### config.mk
export PLATFORM = sky130hd
export DESIGN_NAME = rsa_wrapper_flat
export DESIGN_NICKNAME = d
export VERILOG_FILES = /design/src/common/rsa_pkg.sv /design/src/common/rsa_core_if.sv /design/src/rsa_wrapper.sv /design/src/flat_wrapper.sv
export SDC_FILE = /design/constraint.sdc
export NUM_CORES = 1
export LEC_CHECK = 0
export ABC_CLOCK_PERIOD_IN_PS = 32500
export BUFFER_PORTS_ARGS = -buffer_cell sky130_fd_sc_hd__buf_2
export CAP_MARGIN = 20
export CORE_AREA = 8 8 420 422
export CTS_CLUSTER_DIAMETER = 120
export DETAILED_ROUTE_END_ITERATION = 7
export DIE_AREA = 0 0 428 430
export PLACE_DENSITY = 0.39
export RECOVER_POWER = 50
export REMOVE_ABC_BUFFERS = 1
export SYNTH_ARGS = -nofsm -noshare
export SYNTH_HDL_FRONTEND = slang
export SYNTH_SLANG_ARGS = --single-unit
### constraint.sdc
create_clock -name avm_clk -period 32.5 [get_ports avm_clk]
set_clock_uncertainty 0.2 [all_clocks]
set_input_delay 4.875 -clock avm_clk [delete_from_list [all_inputs] [get_ports avm_clk]]
set_output_delay 4.875 -clock avm_clk [all_outputs]
set_load 0.01 [all_outputs]
### src/common/rsa_pkg.sv
package rsa_pkg;

    // operand width for n, d, the ciphertext and the result
    localparam int rsa_width = 256;

    // serial-port register map, word addresses on avm_address
    localparam logic [4:0] rx_base     = 5'd0;
    localparam logic [4:0] tx_base     = 5'd4;
    localparam logic [4:0] status_base = 5'd8;

    // status register flags
    localparam int rx_ok_bit = 7;  // a received byte is waiting
    localparam int tx_ok_bit = 6;  // transmitter can take a byte

    // bytes per operand on the way in, and bytes sent per result
    localparam int key_bytes = 32;
    localparam int out_bytes = 31;

    // the top result byte is dropped, so sending starts below it
    typedef enum logic [2:0] {
        read_ready,   // poll status before a receive read
        get_n,
        get_d,
        get_data,
        wait_calc,
        write_ready,  // poll status before a transmit write
        send_data
    } wrap_state_t;

    typedef enum logic [1:0] {
        idle,
        prep,  // pre-multiplication into the Montgomery domain
        mont,  // one multiply and square round
        done
    } core_state_t;

endpackage

### src/common/rsa_core_if.sv
`timescale 1ns/1ps

interface rsa_core_if import rsa_pkg::*; ();

    logic                 start;     // one-cycle pulse from the wrapper
    logic [rsa_width-1:0] a;         // ciphertext
    logic [rsa_width-1:0] d;         // private exponent
    logic [rsa_width-1:0] n;         // modulus
    logic [rsa_width-1:0] result;
    logic                 finished;  // one-cycle pulse, result valid with it

    // a, d and n are held by the wrapper from start until finished
    modport wrapper (
        output start, a, d, n,
        input  result, finished
    );

    modport core (
        input  start, a, d, n,
        output result, finished
    );

endinterface

### src/rsa_wrapper.sv
`timescale 1ns/1ps

module rsa_wrapper import rsa_pkg::*; (
    input  logic        avm_clk,
    input  logic        avm_rst,
    output logic [4:0]  avm_address,
    output logic        avm_read,
    input  logic [31:0] avm_readdata,
    output logic        avm_write,
    output logic [31:0] avm_writedata,
    input  logic        avm_waitrequest,
    rsa_core_if.wrapper core
);

    wrap_state_t          state_r, state_w;
    logic [6:0]           cnt_r, cnt_w;  // bytes taken in this block, or bytes sent
    logic                 have_key_r, have_key_w;
    logic                 start_r, start_w;
    logic [4:0]           address_r, address_w;
    logic                 read_r, read_w;
    logic                 write_r, write_w;
    logic [rsa_width-1:0] n_r, n_w;
    logic [rsa_width-1:0] d_r, d_w;
    logic [rsa_width-1:0] a_r, a_w;
    logic [rsa_width-1:0] res_r, res_w;
    logic [7:0]           rx_byte;
    logic                 last_byte;

    assign rx_byte = avm_readdata[7:0];

    // with a stored key only the ciphertext comes in
    assign last_byte = have_key_r ? (cnt_r == 7'(key_bytes - 1))
                                  : (cnt_r == 7'(3 * key_bytes - 1));

    assign avm_address   = address_r;
    assign avm_read      = read_r;
    assign avm_write     = write_r;
    assign avm_writedata = {24'b0, res_r[rsa_width-9 -: 8]};  // byte 30 first

    assign core.start = start_r;
    assign core.a     = a_r;
    assign core.d     = d_r;
    assign core.n     = n_r;

    always_comb begin
        state_w    = state_r;
        cnt_w      = cnt_r;
        have_key_w = have_key_r;
        start_w    = 1'b0;
        address_w  = address_r;
        read_w     = read_r;
        write_w    = write_r;
        n_w        = n_r;
        d_w        = d_r;
        a_w        = a_r;
        res_w      = res_r;

        case (state_r)
            read_ready: begin
                if (!avm_waitrequest && avm_readdata[rx_ok_bit]) begin
                    address_w = rx_base;
                    if (have_key_r || cnt_r >= 7'(2 * key_bytes))
                        state_w = get_data;
                    else if (cnt_r >= 7'(key_bytes))
                        state_w = get_d;
                    else
                        state_w = get_n;
                end
            end
            get_n, get_d, get_data: begin
                if (!avm_waitrequest) begin
                    // most significant byte arrives first
                    if (state_r == get_n)
                        n_w = {n_r[rsa_width-9:0], rx_byte};
                    else if (state_r == get_d)
                        d_w = {d_r[rsa_width-9:0], rx_byte};
                    else
                        a_w = {a_r[rsa_width-9:0], rx_byte};

                    if (state_r == get_data && last_byte) begin
                        start_w = 1'b1;
                        read_w  = 1'b0;
                        cnt_w   = '0;
                        state_w = wait_calc;
                    end else begin
                        cnt_w     = cnt_r + 7'd1;
                        address_w = status_base;
                        state_w   = read_ready;
                    end
                end
            end
            wait_calc: begin
                if (core.finished) begin
                    res_w     = core.result;
                    read_w    = 1'b1;
                    address_w = status_base;
                    state_w   = write_ready;
                end
            end
            write_ready: begin
                if (!avm_waitrequest && avm_readdata[tx_ok_bit]) begin
                    read_w    = 1'b0;
                    write_w   = 1'b1;
                    address_w = tx_base;
                    state_w   = send_data;
                end
            end
            send_data: begin
                if (!avm_waitrequest) begin
                    write_w   = 1'b0;
                    read_w    = 1'b1;
                    address_w = status_base;
                    if (cnt_r == 7'(out_bytes - 1)) begin
                        cnt_w      = '0;
                        have_key_w = 1'b1;
                        state_w    = read_ready;
                    end else begin
                        cnt_w   = cnt_r + 7'd1;
                        res_w   = res_r << 8;
                        state_w = write_ready;
                    end
                end
            end
            default: state_w = read_ready;
        endcase
    end

    always_ff @(posedge avm_clk or posedge avm_rst) begin
        if (avm_rst) begin
            state_r    <= read_ready;
            cnt_r      <= '0;
            have_key_r <= 1'b0;
            start_r    <= 1'b0;
            address_r  <= status_base;
            read_r     <= 1'b1;  // polling starts right out of reset
            write_r    <= 1'b0;
        end else begin
            state_r    <= state_w;
            cnt_r      <= cnt_w;
            have_key_r <= have_key_w;
            start_r    <= start_w;
            address_r  <= address_w;
            read_r     <= read_w;
            write_r    <= write_w;
        end
    end

    always_ff @(posedge avm_clk) begin
        n_r   <= n_w;
        d_r   <= d_w;
        a_r   <= a_w;
        res_r <= res_w;
    end

endmodule

### src/flat_wrapper.sv
// flat-port wrapper written by rule: the top's interface ports become plain ports
module rsa_wrapper_flat import rsa_pkg::*;
  (avm_clk, avm_rst, avm_address, avm_read, avm_readdata, avm_write, avm_writedata, avm_waitrequest, core_start, core_a, core_d, core_n, core_result, core_finished);
  rsa_core_if core_i ();
  input  logic avm_clk;
  input  logic avm_rst;
  output logic [4:0] avm_address;
  output logic avm_read;
  input  logic [31:0] avm_readdata;
  output logic avm_write;
  output logic [31:0] avm_writedata;
  input  logic avm_waitrequest;
  output wire logic [$bits(core_i.start)-1:0] core_start;
  output wire logic [$bits(core_i.a)-1:0] core_a;
  output wire logic [$bits(core_i.d)-1:0] core_d;
  output wire logic [$bits(core_i.n)-1:0] core_n;
  input wire logic [$bits(core_i.result)-1:0] core_result;
  input wire logic [$bits(core_i.finished)-1:0] core_finished;
  assign core_start = core_i.start;
  assign core_a = core_i.a;
  assign core_d = core_i.d;
  assign core_n = core_i.n;
  assign core_i.result = core_result;
  assign core_i.finished = core_finished;
  rsa_wrapper u_core (.avm_clk(avm_clk), .avm_rst(avm_rst), .avm_address(avm_address), .avm_read(avm_read), .avm_readdata(avm_readdata), .avm_write(avm_write), .avm_writedata(avm_writedata), .avm_waitrequest(avm_waitrequest), .core(core_i));
endmodule
==> reports/results.txt, run 1 <==
Synthesis handed over a netlist of 1,448 instances. In the global route stage, overall resource usage came out at 12.6%. The synthesized flop and latch total is 1,032, and the peak supply drop is 0.0484 mV. The max-slew violation total from the final report was 177.

After synthesis, the largest family of logic cells by area is multiplexers. The count of buffers added on input and output ports is 1,040. Most common flop cell mapped by yosys: edfxtp_1. For the pin with the worst max-slew slack, the measured transition is 3.52 ns.

The number of nets in the layout came out at 2,877. The completed layout was analyzed and its total power is 3.68 mW. The tools report the sequential-to-total area share from yosys stat as 88.9%. The average instance area after synthesis was 24.0 um2; the final worst-path cycle share was 28.5%. The synthesized netlist devotes 0.151% of its cell area to XOR and XNOR gates. The core region is 0.170 mm2.

Setup repair after global routing left no endpoint under its margin. Per report_power, the combinational group accounts for 13.4% of the total. The H-tree was split into 3 levels.

Cells with a size suffix above 1 make up 46.1% of the layout. TritonCTS built the clock tree. The critical-path maximum fanout works out to 73. For this design the total switching power over the nets is 1.02 mW. The achievable frequency was 0.108 GHz; the remaining design rule violation count was 0. Across the run, the number of max-cap violations was 4.

The cts-stage hold buffer count was 0; the internal power of the cells was 2.67 mW. Of the total power, the clock network draws 36.6%. The synthesized-area fraction occupied by ao, oa, aoi and oai cells came out at 0.623%.

The run finished, with violations left. Power density of the placed cells: 79.7 mW/mm2. The power share of the sequential group came out at 50.1%. The tree built by TritonCTS fans out to 1,032 sinks. The horizontal extent of the die came out at 428 um. For this block, the initial DRC count from the detailed router was 1,222. Summing the areas of all fa, ha and maj instances in the mapped netlist gives 0.108% of the synthesized area. The floorplan has 152 rows.

The worst pin sits at a relative slew slack of -134%. The tools report the clock latency on the worst-skew pair as 0.75 ns. The checks that failed: capacitance limit, slew limit. The min-delay analysis places its worst path in the category flip-flop to flip-flop. Gates resized during post-CTS repair numbered 0.

The count of antenna-violating nets left after detailed routing is 0. The number of antenna violations at the first check in global routing was 94; the required time of the critical path was 32.65 ns. The initial utilization of the core area, before any placement, comes to 20.4%. Summed over all layers, the global routing overflow is 0.

The setup TNS after final layout is 0 ns. The capturing element type of the critical path is a flip-flop. Pin placement for this block handled 1,100 I/O pins.

Via count: 18,203. The static leakage came out at 16.2 nW. Routability-driven placement finished with a final weighted congestion of 0.836. The number of hold-slack violations in the final timing report was 0. For the global-route wire length before repair, the log shows 162,000 um. After clock tree synthesis, the clock-pin slew on the worst setup and hold paths is 0.06 ns. In the synthesized netlist the async set-or-reset flop fraction comes to 1.55%. The synthesized netlist devotes 0.939% of its cell area to simple gates. For the die outline area, the log shows 0.184 mm2. The tools report the number of global-route vias before repair as 18,161. After detailed routing, the number of vias per cell comes to 3.68.

The count of yosys warnings during synthesis is 0. Setup violations remaining at the end of the flow were counted as 0. The wire length per cell after detailed routing is 25.0 um, and the count of flip-flops with a built-in enable after synthesis is 1,016. The run gives 171 as the largest net degree at the start of global routing. Floorplan die height: 430 um. The total clock buffers created by CTS is 119. For the finished layout, the period the worst path requires is 9.26 ns.

Net switching is 27.6% of the power. The number of setup buffers added after CTS is 0. The worst setup path category is input pin to flip-flop. In this run the deepest clock path goes through 3 buffers.

Before antenna repair, the detailed router went through 5 iterations. The run gives 45 as the count of distinct cell types in the synthesized netlist. The final layout contains routed wiring with a total length of 123,000 um. STA puts the critical path data arrival time at 9.40 ns. Detailed placement finished with a half-perimeter wire length of 94,700 um.

The root buffer cell chosen for the clock tree is clkbuf_16. Hold is met by 0.200 ns. Multiplexer cells account for 7.77% of the synthesized area. STA classifies the critical path startpoint as an input pin. The area growth from synthesis to layout is 33.0%. In this run the cell area of the synthesized design comes to 0.0348 mm2.
cells by family after synthesis:
kind of cell,after synthesis
other,1
buffers and inverters,78
adders and majority gates,3
and+or+nand+nor,56
DFF,1032
AOI/OAI and AO/OA,32
muxes,240
xor gates and xnor gates,6
cells in the mapped netlist, types with 7 or more instances:
library cell  number  area share (%)
mux2_2           240             7.8
inv_1              9           0.097
buf_2             12            0.17
nor2_1            10            0.11
edfxtp_1        1016              88
nand2_1           10            0.11
and2_1             9            0.16
buf_4             55             1.2
a21oi_1            7            0.10
o21ai_0            9            0.13
dfrtp_1           14             1.0
critical path, stage by stage:
cell and delay [ns]:
clkbuf_1 0.21, nand2b_1 0.25, o21ai_0 0.17, and3_1 1.95, buf_4 1.01, buf_4 0.75
through the flow:
stage / util, % / cells / area [um2] / setup slack, ns
2_1_floorplan: - / 1405 / 34400 / 15.68
3_3_place_gp: 25.0 / 4693 / 42500 / 23.86
3_5_place_dp: 25.0 / 4694 / 42600 / 23.86
4_1_cts: 27.3 / 4912 / 46500 / 24.73
5_1_grt: 27.1 / 4923 / 46200 / 22.82
6_report: 27.2 / 4941 / 46200 / 23.24
registers in the layout, indices dropped and copies added (netlist names):
| name | flops |
|---|---|
| u_core.core.n | 256 |
| u_core.core.a | 256 |
| u_core.core.start | 1 |
| u_core.cnt_r | 7 |
| u_core.core.d | 256 |
| u_core.res_r | 248 |
| u_core.avm_address | 2 |
| u_core.state_r | 3 |
| u_core.avm_read | 1 |
| u_core.avm_write | 1 |
| u_core.have_key_r | 1 |
final timing paths:
| path | start | endpoint | slack [ns] | cells past startpoint |
|---|---|---|---|---|
| max in group asynchronous | avm_rst | u_core.cnt_r[1] | 27.56 | 2 |
| worst min register to register | u_core.core.d[88] | u_core.core.d[96] | 0.20 | 0 |
| worst max register to register | u_core.state_r[1] | u_core.res_r[22] | 27.01 | 5 |
| min in group asynchronous | avm_rst | u_core.avm_write | 4.06 | 2 |
| worst max-delay path | avm_waitrequest | u_core.res_r[22] | 23.24 | 6 |
| worst min-delay path | u_core.core.d[88] | u_core.core.d[96] | 0.20 | 0 |
cell usage in the layout, fill, tap and decap left out, drive strengths merged, types with 2 or more instances in the layout:
master and n:
conb 27, and3 2, bufinv 13, ha 3
o21ai 12, and2 9, nor2 11, a31oi 2
or2 2, nand3 3, xor2 3, dfstp 2
diode 29, dfrtp 14, nor3 6, nor3b 3
mux2 240, nand3b 2, inv 18, nand2 11
buf 821, xnor2 3, clkbuf 369, clkinvlp 3
edfxtp 1016, clkinv 59, nand2b 2, a21oi 7
final cells by class:
type	count	area [um2]
multi-input combinational	364	3420
inverter	9	33.8
antenna	29	72.6
clock buffer	134	3030
clock inverter	84	896
fill	17384	124000
tap	2233	2790
sequential	1032	30900
timing repair buffer	1056	5070
power by group through the flow:
stage / combinational (mW) / sequential (mW) / clock, mW
after floorplan: 0.193 / 1.98 / 0
after detailed placement: 0.525 / 1.87 / 0
after global placement: 0.525 / 1.87 / 0
after CTS: 0.526 / 1.85 / 1.40
final: 0.492 / 1.85 / 1.35
after global routing: 0.529 / 1.87 / 1.44
per-layer routing:
metal  wire (um)  vias to the layer above  part of all wire, %  track usage (%)
met3       11000                      308                  8.9             5.52
li1            -                     8039                    -                -
met2       64900                      742                   53             23.2
met1       42100                     9080                   34             12.5
met5         230                        -                 0.19                0
met4        5120                       34                  4.2             4.63
Power figures use the tool's default switching activity.
==> run 2: changes to the inputs <==
--- a/config.mk
+++ b/config.mk
@@ -5,7 +5,7 @@
 export SDC_FILE = /design/constraint.sdc
 export NUM_CORES = 1
 export LEC_CHECK = 0
-export ABC_CLOCK_PERIOD_IN_PS = 32500
+export ABC_CLOCK_PERIOD_IN_PS = 9350
 export BUFFER_PORTS_ARGS = -buffer_cell sky130_fd_sc_hd__buf_2
 export CAP_MARGIN = 20
 export CORE_AREA = 8 8 420 422
==> constraint.sdc (replaced) <==
create_clock -name avm_clk -period 9.35 [get_ports avm_clk]
set_clock_uncertainty 0.2 [all_clocks]
set_input_delay 1.4025 -clock avm_clk [delete_from_list [all_inputs] [get_ports avm_clk]]
set_output_delay 1.4025 -clock avm_clk [all_outputs]
set_load 0.01 [all_outputs]
==> run 2 against run 1 <==
The flow still finishes with violations (capacitance limit, slew limit). Design area fell by 0.37%. Non-clock buffer count is the same. Critical path type unchanged. Global-route usage about the same. Hold slack got worse by 0.00072 ns. Total power increased to 3.5 times the previous value. Critical path depth unchanged. Clock power grew to 3.4 times the previous value.
==> reports/results.txt, run 2 (synthesis results as in run 1) <==
The setup TNS after final layout was 0 ns; the floorplan die height was 430 um. The region available for standard cell placement spans 0.170 mm2. The die covers 0.184 mm2.

The logs give 0.152 mV for the peak supply drop and 0 for the cts-stage hold buffer count. In this run, CTS created clock tree buffers numbering 117. Setup repair after global routing left no endpoint under its margin.

The worst setup path category was input pin to flip-flop. The tools report the number of hold-slack violations in the final timing report as 0. The routed metal-1 wire length is 42,900 um, and the total power after layout is 12.8 mW. Data on the critical path arrives at its endpoint at 5.95 ns.

The max-slew violation total from the final report was 315. TritonCTS built the clock tree. The number of gates resized after CTS was 0.

Across every metal layer, demand over resource in global routing totals 12.6%. Entering global routing, the biggest net connects 165 pins. For this configuration, the core starts out at a cell density of 20.4%.

The number of violations reported at the end of detailed-routing iteration 0 was 1,346; the remaining design rule violation count was 0. The post-route netlist has 42.7% of its cells at a drive strength greater than 1. Total of fill cells in the finished design: 17,454. The type of the worst min-delay path was flip-flop to flip-flop. The final worst-path cycle share was 62.0%; the count of buffers inserted at the top-level ports was 1,040. Clock tree synthesis selected as its root buffer the cell clkbuf_16. For this block, the routed nets add up to 124,000 um of wire.

Clock latency on the worst-skew pair: 0.75 ns. The flip-flop and latch area is 0.0309 mm2. The tools report the startpoint kind of the worst setup timing path as an input pin. Counting along the longest clock path gives a buffer depth of 3. Length of routed met3 wiring: 10,200 um.

During I/O placement, the number of pins put on the boundary was 1,100. The endpoint of the worst hold path was u_core.core.a[76]. STA classifies the critical path endpoint as a flip-flop.

The detailed router placed 18,365 vias in this run. Horizontal extent of the die: 428 um. The first-pass iteration count of the detailed router is 5, and the max capacitance violation total is 7.

The tools report the number of antenna violations at the first check in global routing as 97. The net count of the finished layout is 2,875. The flow ran to the end, but the final reports show violations. The tools report the detailed placer's ending HPWL as 94,900 um.

Based on the critical path, the design can be clocked at up to 0.172 GHz. The tools report the area of placed instances as 0.0426 mm2. For the number of rows created at floorplan, the log shows 152. Summing all non-filler instances in the final layout gives an area of 0.0461 mm2. The tools report the number of setup buffers added after CTS as 0. In the final routed layout, each cell accounts on average for 25.0 um.

Measured against its own limit, the worst slew margin works out to -137%. The static leakage is 15.9 nW. The tools report the endpoint of the lowest-slack register-to-register path as u_core.core.a[219].

The area growth from synthesis to layout is 32.5%. Dividing total power by cell area gives a power density of 277 mW/mm2. The routed length on met2 was 67,500 um; the average vias per placed instance was 3.71.

Signal routing reaches up to met5. Launching point of the worst reg2reg path: u_core.state_r[1]. The CTS sink count came out at 1,032. The number of global-route vias before repair is 18,095, and the maximum level of the CTS H-tree is 3.

Summed over all layers, the global routing overflow is 0. The first global-routing pass estimated 162,000 um of wire. In this run the most critical hold path is launched from u_core.core.a[68]. The library cells used most frequently in the layout, excluding fill and tap cells, are edfxtp_1, buf_2, clkbuf_1.

The multi-input combinational cells in the finished layout cover a total of 0.00341 mm2. The setup slack of the most critical reg-to-reg path is 3.82 ns, and the clock transition time at the flip-flop clock pins of the worst setup and hold paths is 0.06 ns. The run gives 0 as the count of antenna-violating nets left after detailed routing. The depth of the most critical reg-to-reg path is 4. Data on the critical path is required at its endpoint by 9.50 ns. At the end of routability-driven placement, the weighted congestion stood at 0.824. The routed design could run at a clock period as short as 5.80 ns. The worst hold path was traced through 0 stages. In this run the worst path has a maximum fanout of 69. For the pin with the worst max-slew slack, the measured transition is 3.55 ns. The final reports fail on capacitance limit, slew limit.

The library cell used most frequently in the layout, excluding fill and tap cells, is edfxtp_1. The number of setup violations in the final report came out at 0.
-- run 2: metrics by stage --
step	cells	util, %	hold WS, ns	setup WS [ns]
finish	4945	27.1	0.200	3.55
global route	4919	27.0	0.217	3.13
CTS	4912	27.3	0.207	5.47
detailed placement	4694	25.0	0.226	4.64
global placement	4694	25.0	0.222	4.72
floorplan	1405	-	0.290	-4.00
-- run 2: cell type report --
class,count,area share (%)
Antenna cell,33,0.179
Clock buffer,138,6.57
Clock inverter,80,1.88
Inverter,9,0.0733
Multi-Input combinational cell,364,7.40
Sequential cell,1032,67.1
Tap cell,2233,6.06
Timing Repair Buffer,1056,10.7
-- run 2: where the power goes --
| group | switching [mW] | leakage [nW] | internal, mW |
|---|---|---|---|
| registers | 0.362 | 9.43 | 6.07 |
| logic | 1.20 | 4.61 | 0.487 |
| clock network | 1.93 | 1.90 | 2.71 |
-- run 2: worst max-delay path: stages --
cell and delay (ns):
clkbuf_1 0.21, nor2_1 0.27, nand2_1 0.11, nor2_1 1.23, clkbuf_1 1.64, buf_4 0.92
-- run 2: metal layers --
metal	vias to the layer above	global-route usage, %
li1	8045	-
met1	9327	12.8
met2	712	24.0
met3	245	5.06
met4	36	2.90
met5	-	0
-- run 2: worst max-delay path by stage --
stage                      start            endpoint  slack [ns]  depth (start not counted)
5_1_grt          avm_waitrequest  u_core.core.a[235]        3.13                          6
6_report         avm_waitrequest  u_core.core.a[219]        3.55                          6
2_1_floorplan    avm_waitrequest    u_core.core.a[0]       -4.00                          3
3_5_place_dp     avm_waitrequest  u_core.core.a[189]        4.64                          6
4_1_cts        u_core.state_r[1]   u_core.res_r[218]        5.47                          5
3_3_place_gp     avm_waitrequest  u_core.core.a[189]        4.72                          6
